<file path="src/source/spuMixPkg.sv">
package spuMixPkg;

	// --------------------
	// Widths and limits
	// --------------------
	localparam int SAMPLE_W   = 16;
	// Room for 32 full scale voices
	localparam int SUM_W      = 21;
	localparam int MAX_VOICES = 32;

	// Audio sample and voice sum
	typedef logic signed [SAMPLE_W-1:0] sample_t;
	typedef logic signed [SUM_W-1:0]    sum_t;

	// Stereo pair for CD input, stored CD sample and DAC output
	typedef struct packed {
		sample_t left;
		sample_t right;
	} stereo_t;

	// One voice contribution for the current frame
	typedef struct packed {
		sample_t left;
		sample_t right;
		logic    reverbSend;
	} voice_t;

	// Reverb side alternates every frame
	typedef enum logic {
		SIDE_LEFT  = 1'b0,
		SIDE_RIGHT = 1'b1
	} side_e;

	// Sums of one closed frame
	typedef struct packed {
		sum_t  left;
		sum_t  right;
		sum_t  reverb;
		side_e side;
	} frameSums_t;

	// Mixer control registers
	typedef struct packed {
		logic    spuNotMuted;
		logic    cdEnable;
		logic    cdToReverb;
		logic    reverbEnable;
		sample_t cdVolLeft;
		sample_t cdVolRight;
		sample_t mainVolLeft;
		sample_t mainVolRight;
		sample_t reverbVolLeft;
		sample_t reverbVolRight;
	} mixRegs_t;

	// Saturate a wide sum to the 16-bit sample range
	function automatic sample_t clampToSample(input sum_t value);
		sample_t result;
		if (value > sum_t'(32767)) begin
			result = 16'sh7FFF;
		end else if (value < -sum_t'(32768)) begin
			result = 16'sh8000;
		end else begin
			result = value[SAMPLE_W-1:0];
		end
		return result;
	endfunction

endpackage

</file>
<file path="src/source/voiceSummer.sv">
`timescale 1ns/100ps

module voiceSummer (
	input  logic                  i_clk,
	input  logic                  i_rst,
	input  logic                  i_voiceValid,
	input  spuMixPkg::voice_t     i_voice,
	input  logic                  i_frameEnd,
	output spuMixPkg::frameSums_t o_frame,
	output logic                  o_frameValid
);
	import spuMixPkg::*;

	// Counter must reach MAX_VOICES itself
	localparam int CNT_W = $clog2(MAX_VOICES + 1);

	// Running sums of the open frame
	sum_t accLeft;
	sum_t accRight;
	sum_t accReverb;
	logic [CNT_W-1:0] voiceCount;
	side_e side;

	// Contribution of the voice in this cycle
	sum_t addLeft;
	sum_t addRight;
	sum_t addReverb;
	sum_t nextLeft;
	sum_t nextRight;
	sum_t nextReverb;
	sample_t sendSample;

	// --------------------
	// Next sums
	// --------------------
	always_comb begin
		// Reverb send takes the channel of the current side
		if (side == SIDE_LEFT) begin
			sendSample = i_voice.left;
		end else begin
			sendSample = i_voice.right;
		end

		addLeft   = '0;
		addRight  = '0;
		addReverb = '0;
		if (i_voiceValid) begin
			// Sign extension to sum width
			addLeft  = i_voice.left;
			addRight = i_voice.right;
			if (i_voice.reverbSend) begin
				addReverb = sendSample;
			end
		end

		// A voice in the frame end cycle still belongs to this frame
		nextLeft   = accLeft + addLeft;
		nextRight  = accRight + addRight;
		nextReverb = accReverb + addReverb;
	end

	// --------------------
	// Accumulators and side
	// --------------------
	always_ff @(posedge i_clk) begin
		if (i_rst) begin
			accLeft      <= '0;
			accRight     <= '0;
			accReverb    <= '0;
			voiceCount   <= '0;
			side         <= SIDE_LEFT;
			o_frameValid <= 1'b0;
		end else begin
			o_frameValid <= i_frameEnd;
			if (i_frameEnd) begin
				// Clear for the next frame and flip the reverb side
				accLeft    <= '0;
				accRight   <= '0;
				accReverb  <= '0;
				voiceCount <= '0;
				side       <= (side == SIDE_LEFT) ? SIDE_RIGHT : SIDE_LEFT;
			end else if (i_voiceValid) begin
				accLeft    <= nextLeft;
				accRight   <= nextRight;
				accReverb  <= nextReverb;
				voiceCount <= voiceCount + 1'b1;
			end
		end
	end

	// Closed frame sums, tagged with the side they were built for
	always_ff @(posedge i_clk) begin
		if (i_frameEnd) begin
			o_frame.left   <= nextLeft;
			o_frame.right  <= nextRight;
			o_frame.reverb <= nextReverb;
			o_frame.side   <= side;
		end
	end

	// Sum width only covers MAX_VOICES full scale voices
	voiceLimit: assert property (@(posedge i_clk) disable iff (i_rst)
		voiceCount <= CNT_W'(MAX_VOICES));

	// Mixer expects isolated frame strobes
	frameStrobe: assert property (@(posedge i_clk) disable iff (i_rst)
		o_frameValid |=> !o_frameValid);

endmodule

</file>
<file path="src/source/cdAudioFifo.sv">
`timescale 1ns/100ps

module cdAudioFifo #(
	parameter int DEPTH = 8
) (
	input  logic               i_clk,
	input  logic               i_rst,
	input  logic               i_cdValid,
	input  spuMixPkg::stereo_t i_cdSample,
	input  logic               i_pop,
	output spuMixPkg::stereo_t o_head,
	output logic               o_avail,
	output logic               o_cdDropped
);
	import spuMixPkg::*;

	localparam int PTR_W = (DEPTH > 1) ? $clog2(DEPTH) : 1;
	localparam int CNT_W = $clog2(DEPTH + 1);

	// Sample storage
	stereo_t mem [DEPTH];

	logic [PTR_W-1:0] rdPtr;
	logic [PTR_W-1:0] wrPtr;
	logic [CNT_W-1:0] count;
	logic full;
	logic doPush;

	// Wrap at DEPTH so any depth works
	function automatic logic [PTR_W-1:0] nextPtr(input logic [PTR_W-1:0] ptr);
		logic [PTR_W-1:0] result;
		if (ptr == PTR_W'(DEPTH - 1)) begin
			result = '0;
		end else begin
			result = ptr + 1'b1;
		end
		return result;
	endfunction

	assign full   = (count == CNT_W'(DEPTH));
	// Writes while full are lost
	assign doPush = i_cdValid && !full;

	// --------------------
	// Pointers and fill
	// --------------------
	always_ff @(posedge i_clk) begin
		if (i_rst) begin
			rdPtr       <= '0;
			wrPtr       <= '0;
			count       <= '0;
			o_cdDropped <= 1'b0;
		end else begin
			o_cdDropped <= i_cdValid && full;
			if (doPush) begin
				wrPtr <= nextPtr(wrPtr);
			end
			// Consumer only pops when data is there
			if (i_pop) begin
				rdPtr <= nextPtr(rdPtr);
			end
			case ({doPush, i_pop})
				2'b10:   count <= count + 1'b1;
				2'b01:   count <= count - 1'b1;
				default: count <= count;
			endcase
		end
	end

	// Storage write
	always_ff @(posedge i_clk) begin
		if (doPush) begin
			mem[wrPtr] <= i_cdSample;
		end
	end

	// Oldest sample shows at the head
	assign o_head  = mem[rdPtr];
	assign o_avail = (count != '0);

	// Pop on empty would hand the mixer a stale slot
	noEmptyPop: assert property (@(posedge i_clk) disable iff (i_rst)
		i_pop |-> o_avail);

	fillBound: assert property (@(posedge i_clk) disable iff (i_rst)
		count <= CNT_W'(DEPTH));

endmodule

</file>
<file path="src/source/audioMixer.sv">
`timescale 1ns/100ps

module audioMixer (
	input  logic                  i_clk,
	input  logic                  i_rst,
	input  spuMixPkg::frameSums_t i_frame,
	input  logic                  i_frameValid,
	input  spuMixPkg::stereo_t    i_head,
	input  logic                  i_avail,
	input  spuMixPkg::mixRegs_t   i_regs,
	input  spuMixPkg::sample_t    i_reverbReturn,
	output logic                  o_pop,
	output spuMixPkg::stereo_t    o_dac,
	output logic                  o_dacValid,
	output spuMixPkg::sample_t    o_lineIn,
	output spuMixPkg::stereo_t    o_storedCd
);
	import spuMixPkg::*;

	// Held CD sample and reverb returns per side
	stereo_t storedCd;
	sample_t revLeft;
	sample_t revRight;

	// --------------------
	// CD volume
	// --------------------
	logic signed [31:0] cdProdLeft;
	logic signed [31:0] cdProdRight;
	sample_t cdSideLeft;
	sample_t cdSideRight;

	// Q15 scaling, floor by arithmetic shift
	assign cdProdLeft  = storedCd.left * i_regs.cdVolLeft;
	assign cdProdRight = storedCd.right * i_regs.cdVolRight;
	assign cdSideLeft  = i_regs.cdEnable ? cdProdLeft[30:15] : '0;
	assign cdSideRight = i_regs.cdEnable ? cdProdRight[30:15] : '0;

	// --------------------
	// Main volume
	// --------------------
	logic signed [14:0] volLeft;
	logic signed [14:0] volRight;
	logic signed [35:0] mainProdLeft;
	logic signed [35:0] mainProdRight;
	sum_t mainLeft;
	sum_t mainRight;

	// Only 15 bits of main volume are used
	// Mute forces zero on the voices and leaves CD alone
	assign volLeft       = i_regs.spuNotMuted ? i_regs.mainVolLeft[14:0] : '0;
	assign volRight      = i_regs.spuNotMuted ? i_regs.mainVolRight[14:0] : '0;
	assign mainProdLeft  = i_frame.left * volLeft;
	assign mainProdRight = i_frame.right * volRight;
	assign mainLeft      = mainProdLeft[34:14];
	assign mainRight     = mainProdRight[34:14];

	// --------------------
	// Reverb return
	// --------------------
	sample_t revVol;
	logic signed [31:0] revProd;
	sample_t revNew;

	// Volume of the side this frame was built for
	assign revVol  = (i_frame.side == SIDE_RIGHT) ? i_regs.reverbVolRight : i_regs.reverbVolLeft;
	assign revProd = i_reverbReturn * revVol;
	assign revNew  = i_regs.reverbEnable ? revProd[30:15] : '0;

	// --------------------
	// Mix and line input
	// --------------------
	sum_t mixLeft;
	sum_t mixRight;
	sample_t cdRevTerm;
	sum_t lineSum;

	// Voices plus CD plus reverb return held from earlier frames
	assign mixLeft  = mainLeft + cdSideLeft + revLeft;
	assign mixRight = mainRight + cdSideRight + revRight;

	always_comb begin
		cdRevTerm = '0;
		// CD into reverb uses the channel of the frame side
		if (i_regs.cdToReverb) begin
			if (i_frame.side == SIDE_RIGHT) begin
				cdRevTerm = cdSideRight;
			end else begin
				cdRevTerm = cdSideLeft;
			end
		end
		lineSum = i_frame.reverb + cdRevTerm;
	end

	// One CD sample per frame when there is one
	assign o_pop = i_frameValid && i_avail;

	// --------------------
	// Stored values
	// --------------------
	always_ff @(posedge i_clk) begin
		if (i_rst) begin
			storedCd <= '0;
			revLeft  <= '0;
			revRight <= '0;
		end else if (i_frameValid) begin
			// Empty FIFO keeps the previous sample
			if (i_avail) begin
				storedCd <= i_head;
			end
			if (i_frame.side == SIDE_RIGHT) begin
				revRight <= revNew;
			end else begin
				revLeft  <= revNew;
			end
		end
	end

	// Registered DAC sample and line input
	always_ff @(posedge i_clk) begin
		if (i_rst) begin
			o_dac      <= '0;
			o_lineIn   <= '0;
			o_dacValid <= 1'b0;
		end else begin
			o_dacValid <= i_frameValid;
			if (i_frameValid) begin
				o_dac.left  <= clampToSample(mixLeft);
				o_dac.right <= clampToSample(mixRight);
				o_lineIn    <= clampToSample(lineSum);
			end
		end
	end

	assign o_storedCd = storedCd;

	// Frame sums reach the DAC registers on the strobe
	frameKnown: assert property (@(posedge i_clk) disable iff (i_rst)
		i_frameValid |-> !$isunknown(i_frame));

endmodule

</file>
<file path="src/source/spuAudioOut.sv">
`timescale 1ns/100ps

module spuAudioOut #(
	parameter int CD_DEPTH = 8
) (
	input  logic                i_clk,
	input  logic                i_rst,
	// Voice samples and frame close
	input  logic                i_voiceValid,
	input  spuMixPkg::voice_t   i_voice,
	input  logic                i_frameEnd,
	// CD drive samples
	input  logic                i_cdValid,
	input  spuMixPkg::stereo_t  i_cdSample,
	// Register levels and reverb engine return
	input  spuMixPkg::mixRegs_t i_regs,
	input  spuMixPkg::sample_t  i_reverbReturn,
	// DAC side
	output spuMixPkg::stereo_t  o_dac,
	output logic                o_dacValid,
	output spuMixPkg::sample_t  o_lineIn,
	output spuMixPkg::stereo_t  o_storedCd,
	output logic                o_cdDropped
);
	import spuMixPkg::*;

	// Summer to mixer
	frameSums_t frame;
	logic frameValid;
	// FIFO and mixer
	stereo_t head;
	logic avail;
	logic pop;

	// Frame sums
	voiceSummer u_voiceSummer (
		.i_clk        (i_clk),
		.i_rst        (i_rst),
		.i_voiceValid (i_voiceValid),
		.i_voice      (i_voice),
		.i_frameEnd   (i_frameEnd),
		.o_frame      (frame),
		.o_frameValid (frameValid)
	);

	// CD buffer
	cdAudioFifo #(
		.DEPTH (CD_DEPTH)
	) u_cdAudioFifo (
		.i_clk       (i_clk),
		.i_rst       (i_rst),
		.i_cdValid   (i_cdValid),
		.i_cdSample  (i_cdSample),
		.i_pop       (pop),
		.o_head      (head),
		.o_avail     (avail),
		.o_cdDropped (o_cdDropped)
	);

	// Volumes, mix and clamp
	audioMixer u_audioMixer (
		.i_clk          (i_clk),
		.i_rst          (i_rst),
		.i_frame        (frame),
		.i_frameValid   (frameValid),
		.i_head         (head),
		.i_avail        (avail),
		.i_regs         (i_regs),
		.i_reverbReturn (i_reverbReturn),
		.o_pop          (pop),
		.o_dac          (o_dac),
		.o_dacValid     (o_dacValid),
		.o_lineIn       (o_lineIn),
		.o_storedCd     (o_storedCd)
	);

endmodule

</file>
<file path="config.mk">
export PLATFORM = sky130hd
export DESIGN_NAME = spuAudioOut
export DESIGN_NICKNAME = d
export VERILOG_FILES = /design/src/source/spuMixPkg.sv /design/src/source/voiceSummer.sv /design/src/source/cdAudioFifo.sv /design/src/source/audioMixer.sv /design/src/source/spuAudioOut.sv
export SDC_FILE = /design/constraint.sdc
export NUM_CORES = 2
export LEC_CHECK = 0
export BUFFER_PORTS_ARGS = -buffer_cell sky130_fd_sc_hd__buf_2
export CAP_MARGIN = 10
export CORE_MARGIN = 2
export CORE_UTILIZATION = 55
export CTS_CLUSTER_DIAMETER = 150
export DETAILED_ROUTE_END_ITERATION = 12
export GPL_TIMING_DRIVEN = 0
export HOLD_SLACK_MARGIN = 0.15
export PLACE_DENSITY = 0.82
export SYNTH_ARGS = -nofsm -noshare
export SYNTH_HDL_FRONTEND = slang
export SYNTH_SLANG_ARGS = --single-unit
</file>
<file path="constraint.sdc">
create_clock -name i_clk -period 33.5 [get_ports i_clk]
set_input_delay 5.025 -clock i_clk [delete_from_list [all_inputs] [get_ports i_clk]]
set_output_delay 5.025 -clock i_clk [all_outputs]
set_load 0.005 [all_outputs]
</file>
# [Word-level counts from Yosys, hierarchy flattened]
# Memory sizes are Yosys's and may differ from the RTL's. A register that Yosys moved wholly into a read port is not among the register bits.
# Cells that the tools add are included.
[totals] regBits=221 latch_bits=0 mem_bits_rw=256 mem_bits_ro=0 in_bits=186 n_memories=1
[memory_table] name="u_cdAudioFifo.mem" words=8 width=32 read_ports=1 rd_clocked_by_memory_dff=1 write_ports=1 line="cdAudioFifo.sv:21" text="stereo_t mem [DEPTH];"
[classes] addsub=12 mul=5 div_mod_pow=0 order_cmp=6 n_eq_ne=5 shifts=0 muxes=25 bitwise=1 reduce_logical=10
[ops] operator="$mux W16" n=13
[ops] operator="$add A21 B16 Y21" n=5
[ops] operator="$mul A16 B16 Y31" n=3
[ops] operator="$mux W21" n=4
[ops] operator="$mul A21 B15 Y35" n=2
[ops] operator="$add A21 B21 Y21" n=3
[ops] operator="$gt A21 B16 Y1 const B" n=3
[ops] operator="$lt A21 B16 Y1 const B" n=3
[ops] operator="$mux W15" n=2
[ops] operator="$pmux W4 S2" n=1
[ops] operator="$add A3 B1 Y3 const B" n=2
[ops] operator="$eq A3 B3 Y1 const B" n=2
[ops] operator="$mux W3" n=2
[ops] operator="$reduce_and A2 Y1" n=3
[ops] operator="$add A4 B1 Y4 const B" n=1
[ops] operator="$eq A4 B4 Y1 const B" n=1
[ops] operator="$reduce_bool A4 Y1" n=1
[ops] operator="$sub A4 B1 Y4 const B" n=1
[ops] operator="$logic_and A1 B1 Y1" n=3
[ops] operator="$mux W1" n=3
[ops] operator="$eq A2 B1 Y1 const B" n=1
[ops] operator="$eq A2 B2 Y1 const B" n=1
[ops] operator="$reduce_bool A2 Y1" n=1
[ops] operator="$reduce_or A2 Y1" n=1
[ops] operator="other kinds (2)" n=2

# [Longest topological paths before layout]
[depth] word_depth=8 depth_mapped=47 mapped_depth_nobuf=41

# [Cells and area by module]
# From an unflattened synthesis, not the netlist that was laid out.
[unflattened] hier_cells=7672 area_unflattened_um2=75552.5
[by_module_without_submodules] module="audioMixer" n_inst=1 cells_each=6416 area_per_inst_um2=57184.8
[by_module_without_submodules] module="cdAudioFifo" n_inst=1 cells_each=446 area_per_inst_um2=10466.3
[by_module_without_submodules] module="voiceSummer" n_inst=1 cells_each=810 area_per_inst_um2=7901.3

# [Least setup slack after synthesis]
# OpenSTA, ideal clock, no wires.
[synth_timing] path_type="input to register" from="in i_regs[99] (netlist name)" to="reg, netlist name u_audioMixer.o_dac[13]" t_arrival_ns=14.624 required_time_ns=33.419 slack_ns=18.795 stages=40 path_buffers=6 cell_sequence="buf_2 > clkbuf_1 > and2_1 > clkbuf_1 > clkbuf_1 > nand2_1 > fa_1 > fa_1 > inv_1 > fa_1 > fa_1 > fa_1 > inv_1 > fa_1 > inv_1 > ha_1 > a21oi_1 > o21a_1 > [4 not listed] > nor2b_1 > nor2_1 > xnor2_1 > fa_1 > ha_1 > or3_1 > o211a_1 > o31ai_2 > o211ai_1 > mux2_2 > or2_1 > buf_2 > o2111a_1 > a2111o_1 > nor4_4 > buf_4 > o21ai_0 > a211oi_2"
[synth_via] elab_chain_cells=7
[synth_lines] element="start: declaration" line="spuAudioOut.sv:16" text="input spuMixPkg::mixRegs_t i_regs,"
[synth_lines] element="$mux W15 (*)" line="audioMixer.sv:52" text="assign volRight = i_regs.spuNotMuted ? i_regs.mainVolRight[14:0] : '0;"
[synth_lines] element="$mul A21 B15 Y35 (*)" line="audioMixer.sv:54" text="assign mainProdRight = i_frame.right * volRight;"
[synth_lines] element="$add A21 B16 Y21 (*) (2 in a row)" line="audioMixer.sv:80" text="assign mixRight = mainRight + cdSideRight + revRight;"
[synth_lines] element="$lt A21 B16 Y1" line="spuMixPkg.sv:61" text="end else if (value < -sum_t'(32768)) begin"
[synth_lines] element="$mux W16" line="spuMixPkg.sv:61"
[synth_lines] element="$mux W16 (*)" line="spuMixPkg.sv:59" text="if (value > sum_t'(32767)) begin"
# Mark *: on every way between the ends. The rest lies on a longest branch, timed or not.
# A chain may end at the register's enable or synchronous reset.

# [Final worst setup path]
[layout_timing] from="in i_regs[99] (netlist name)" to="reg, netlist name u_audioMixer.o_dac[13]"
[layout_via] elab_chain_cells=7
[layout_lines] element="$mux W15 (*)" line="audioMixer.sv:52"
[layout_lines] element="$mul A21 B15 Y35 (*)" line="audioMixer.sv:54"
[layout_lines] element="$add A21 B16 Y21 (*) (2 in a row)" line="audioMixer.sv:80"
[layout_lines] element="$lt A21 B16 Y1" line="spuMixPkg.sv:61"
[layout_lines] element="$mux W16" line="spuMixPkg.sv:61"
[layout_lines] element="$mux W16 (*)" line="spuMixPkg.sv:59"
# Marked as above.

==> impl_results.md <==
- Status: completed
- GRT Total Usage: 31.4%
- CP Capture Type: flip-flop
- Avg Inst Size Synth: 9.83 µm²
- I/O Buffers: roughly 260
- Die Wd: 374 µm
- Crit-path most repeated cell: fa_1
- 1st-iter DRT viols: 5873
- Number of synthesized flops with an enable pin: 320
- Sink Count: approximately 510
- Critical-path maximum fanout: 10
- Hold Buf Count CTS: 0
- Critical Path Start Type: input port
- Clk Latency, worst-skew pair: 0.65 ns
- Crit path max-delay cell type: nor4_4
- Die area: 140000 µm²
- Most numerous cell in the Yosys netlist: inv_1
- Minimum clock period: 16.97 ns
- DR DRC count: 0
- Clk root buf: clkbuf_16
- Avg WL per Cell: 21.9 µm
- Slew HR: around a fifth
- Postcts setup bufs: 0
- Clock tree buffer depth: 3
- Async SR Flop Fraction: 0%
- Final worst path period share: 50.7%
- Share of post-route cells with drive strength above 1: ~6.7%
- FP Rows: 135
- Synthesized area: 75300 µm²
- Max Freq: 0.0589 GHz
- Post-placement worst setup slack: 16.13 ns
- Max Slew Vio Count: 0
- Chip height: 374 µm
- Vias in the first global route: 60800
- First-pass GRT wire length: 340 mm
- Dominant cell type by area after synthesis: fa_1
- Post-route cell area: 81000 µm²
- Post-CTS Resized: 0
- Post-Route WL: 215 mm
- Antenna violations before repair: 23
- Final Hold Viols: 0
- Detailed Routing Iterations Pass 1: 6
- Core area: 136000 µm²
- Gr ovfl total: 0
- Max H-tree Level: 2
- CTS clock-pin slew for the worst setup and hold paths: 0.07 ns
- Final nets: 10100
- Gp weighted congestion: 1.01
- Ys Warns: 0
- Syn nets: 9779
- Crit path kind: input port to flip-flop
- Largest net degree at the start of global routing: 49
- Top_reg_cell synth: edfxtp_1
- Synth top cells by count: inv_1 (1567), fa_1 (1390), nand2_1 (854), ha_1 (540), nor2_1 (337)
- Cts bufs inserted: 51
- Initial Utilization: 55.5%
- Post-DP HPWL: approximately 180 mm
- Synth Instances: 7663
- CTS tree: built
- DR vias: 57100
- Post-synthesis sequential area ratio: approximately 18%
- I/O Pins: between 200 and 300
- Max-cap violation count: 0
- Synth-to-Final Area Change: 7.55%
- Worst EP arrival: 17.53 ns
- Fill cells: 11000
- Finished Core Util: 59.7%
- Synthesis-stage register bit count: 509
- Critical Path RT: 34.06 ns
- Slew of the pin with the lowest slew margin: ~1.2 ns
- DP Area: 79200 µm²
- Skew final: 0.0477 ns
- DR vias/cell: between 5 and 6
- Hold Path Class: flip-flop to flip-flop
- Share of the synthesized area in the top cell type: 36.9%
- Antenna viol nets, final: 0
- Synth cell types: between 80 and 90
- # setup viols final: 0
- RSZ-0062 raised after global routing: false
- Synth top area cells: fa_1 (37%), edfxtp_1 (13%), ha_1 (9.0%)
- Final worst setup slack: 16.53 ns
- Slowest stage delay, CP: 0.70 ns
- Fin Setup TNS: 0 ns
## critical path, delay by kind of cell
kind            cells  cell delay, ns
fa+ha+maj           9            4.13
compound gates     11            2.73
simple gates       11            2.66
buf+inv            10            2.22
xor+xnor            1            0.38
mux                 1            0.35
## registers in the layout (all words and copies together) (netlist names), 3 cells and up
signal and count:
u_cdAudioFifo.mem 256, u_audioMixer.o_storedCd 32, u_cdAudioFifo.wrPtr 3, u_audioMixer.o_dac 32, u_cdAudioFifo.rdPtr 3, u_cdAudioFifo.count 4
u_audioMixer.o_lineIn 16, u_voiceSummer.accRight 21, u_voiceSummer.o_frame 64, u_voiceSummer.accLeft 21, u_audioMixer.revRight 16, u_audioMixer.revLeft 16
u_voiceSummer.accReverb 21
## cells by family after synthesis
| family | Yosys count | synth area share, % |
|---|---|---|
| AND/OR/NAND/NOR | 2272 | 14.8 |
| AO/OA/AOI/OAI | 636 | 5.72 |
| multiplexers | 185 | 3.55 |
| buffers and inverters | 1894 | 9.47 |
| XOR/XNOR | 237 | 2.77 |
| adder cells (fa/ha/maj) | 1930 | 45.9 |
| flip-flops | 509 | 17.8 |
## stage by stage
step                cells  hold WS, ns
detailed placement   9730        0.465
floorplan            7663        0.406
global placement     9708        0.461
global route         9835        0.503
CTS                  9826        0.477
finish               9839        0.482
## cells in the final DEF (no fill, tap or decap), types with 19 or more instances in the layout
cell,Yosys,routed
and3_1,279,279
and2_1,334,334
a211oi_1,82,82
inv_1,1567,1567
o211ai_1,20,20
nand2b_1,38,38
o21a_1,23,23
or2_2,37,37
o31ai_1,19,19
nor3_1,81,77
mux4_2,64,64
edfxtp_1,320,320
dfxtp_1,189,189
nand3_1,96,96
a21o_1,57,57
o21bai_1,22,22
a21oi_1,149,149
buf_1,22,22
nand4_1,23,23
nand2_1,854,854
nor2_1,337,334
mux2i_1,107,107
fa_1,1390,1390
o21ai_0,106,106
clkbuf_1,294,300
clkbuf_16,0,53
nor2b_1,88,88
a31oi_1,20,20
or3_1,26,26
xor2_1,57,57
xnor2_1,179,179
ha_1,540,540
buf_2,7,270
## per-layer routing
metal / GRT usage, % / vias to the layer above / wire length [µm]
met5: 0 / - / 97
met4: 12.0 / 16 / 9030
met3: 7.03 / 589 / 23700
met2: 50.6 / 2985 / 101000
met1: 41.6 / 28800 / 81900
li1: - / 24800 / -
## path summary, 6_finish.rpt
kind,startpoint,to,slack [ns],cells past startpoint
setup / recovery,i_regs[99],u_audioMixer.o_dac[13]$_SDFFE_PP0P_,16.53,43
hold / removal,u_voiceSummer.accRight[16]$_SDFFE_PP0P_,u_voiceSummer.accRight[16]$_SDFFE_PP0P_,0.48,2
setup reg to reg,u_audioMixer.o_storedCd[11]$_SDFFE_PP0P_,u_audioMixer.o_dac[13]$_SDFFE_PP0P_,20.91,41
hold reg to reg,u_voiceSummer.accRight[16]$_SDFFE_PP0P_,u_voiceSummer.accRight[16]$_SDFFE_PP0P_,0.48,2
## cell type report
class	count	area (µm²)	area share [%]
Antenna cell	13	32.5	0.0402
Clock inverter	33	370	0.457
Sequential cell	509	13400	16.5
Multi-Input combinational cell	5260	54800	67.7
Buffer	326	1240	1.54
Inverter	1568	5890	7.27
Timing Repair Buffer	286	1600	1.97
Tap cell	1781	2230	2.75
Clock buffer	63	1400	1.73
Power is not shown: default switching activity piles up to over one toggle a cycle in this logic, so the estimate is an artifact.
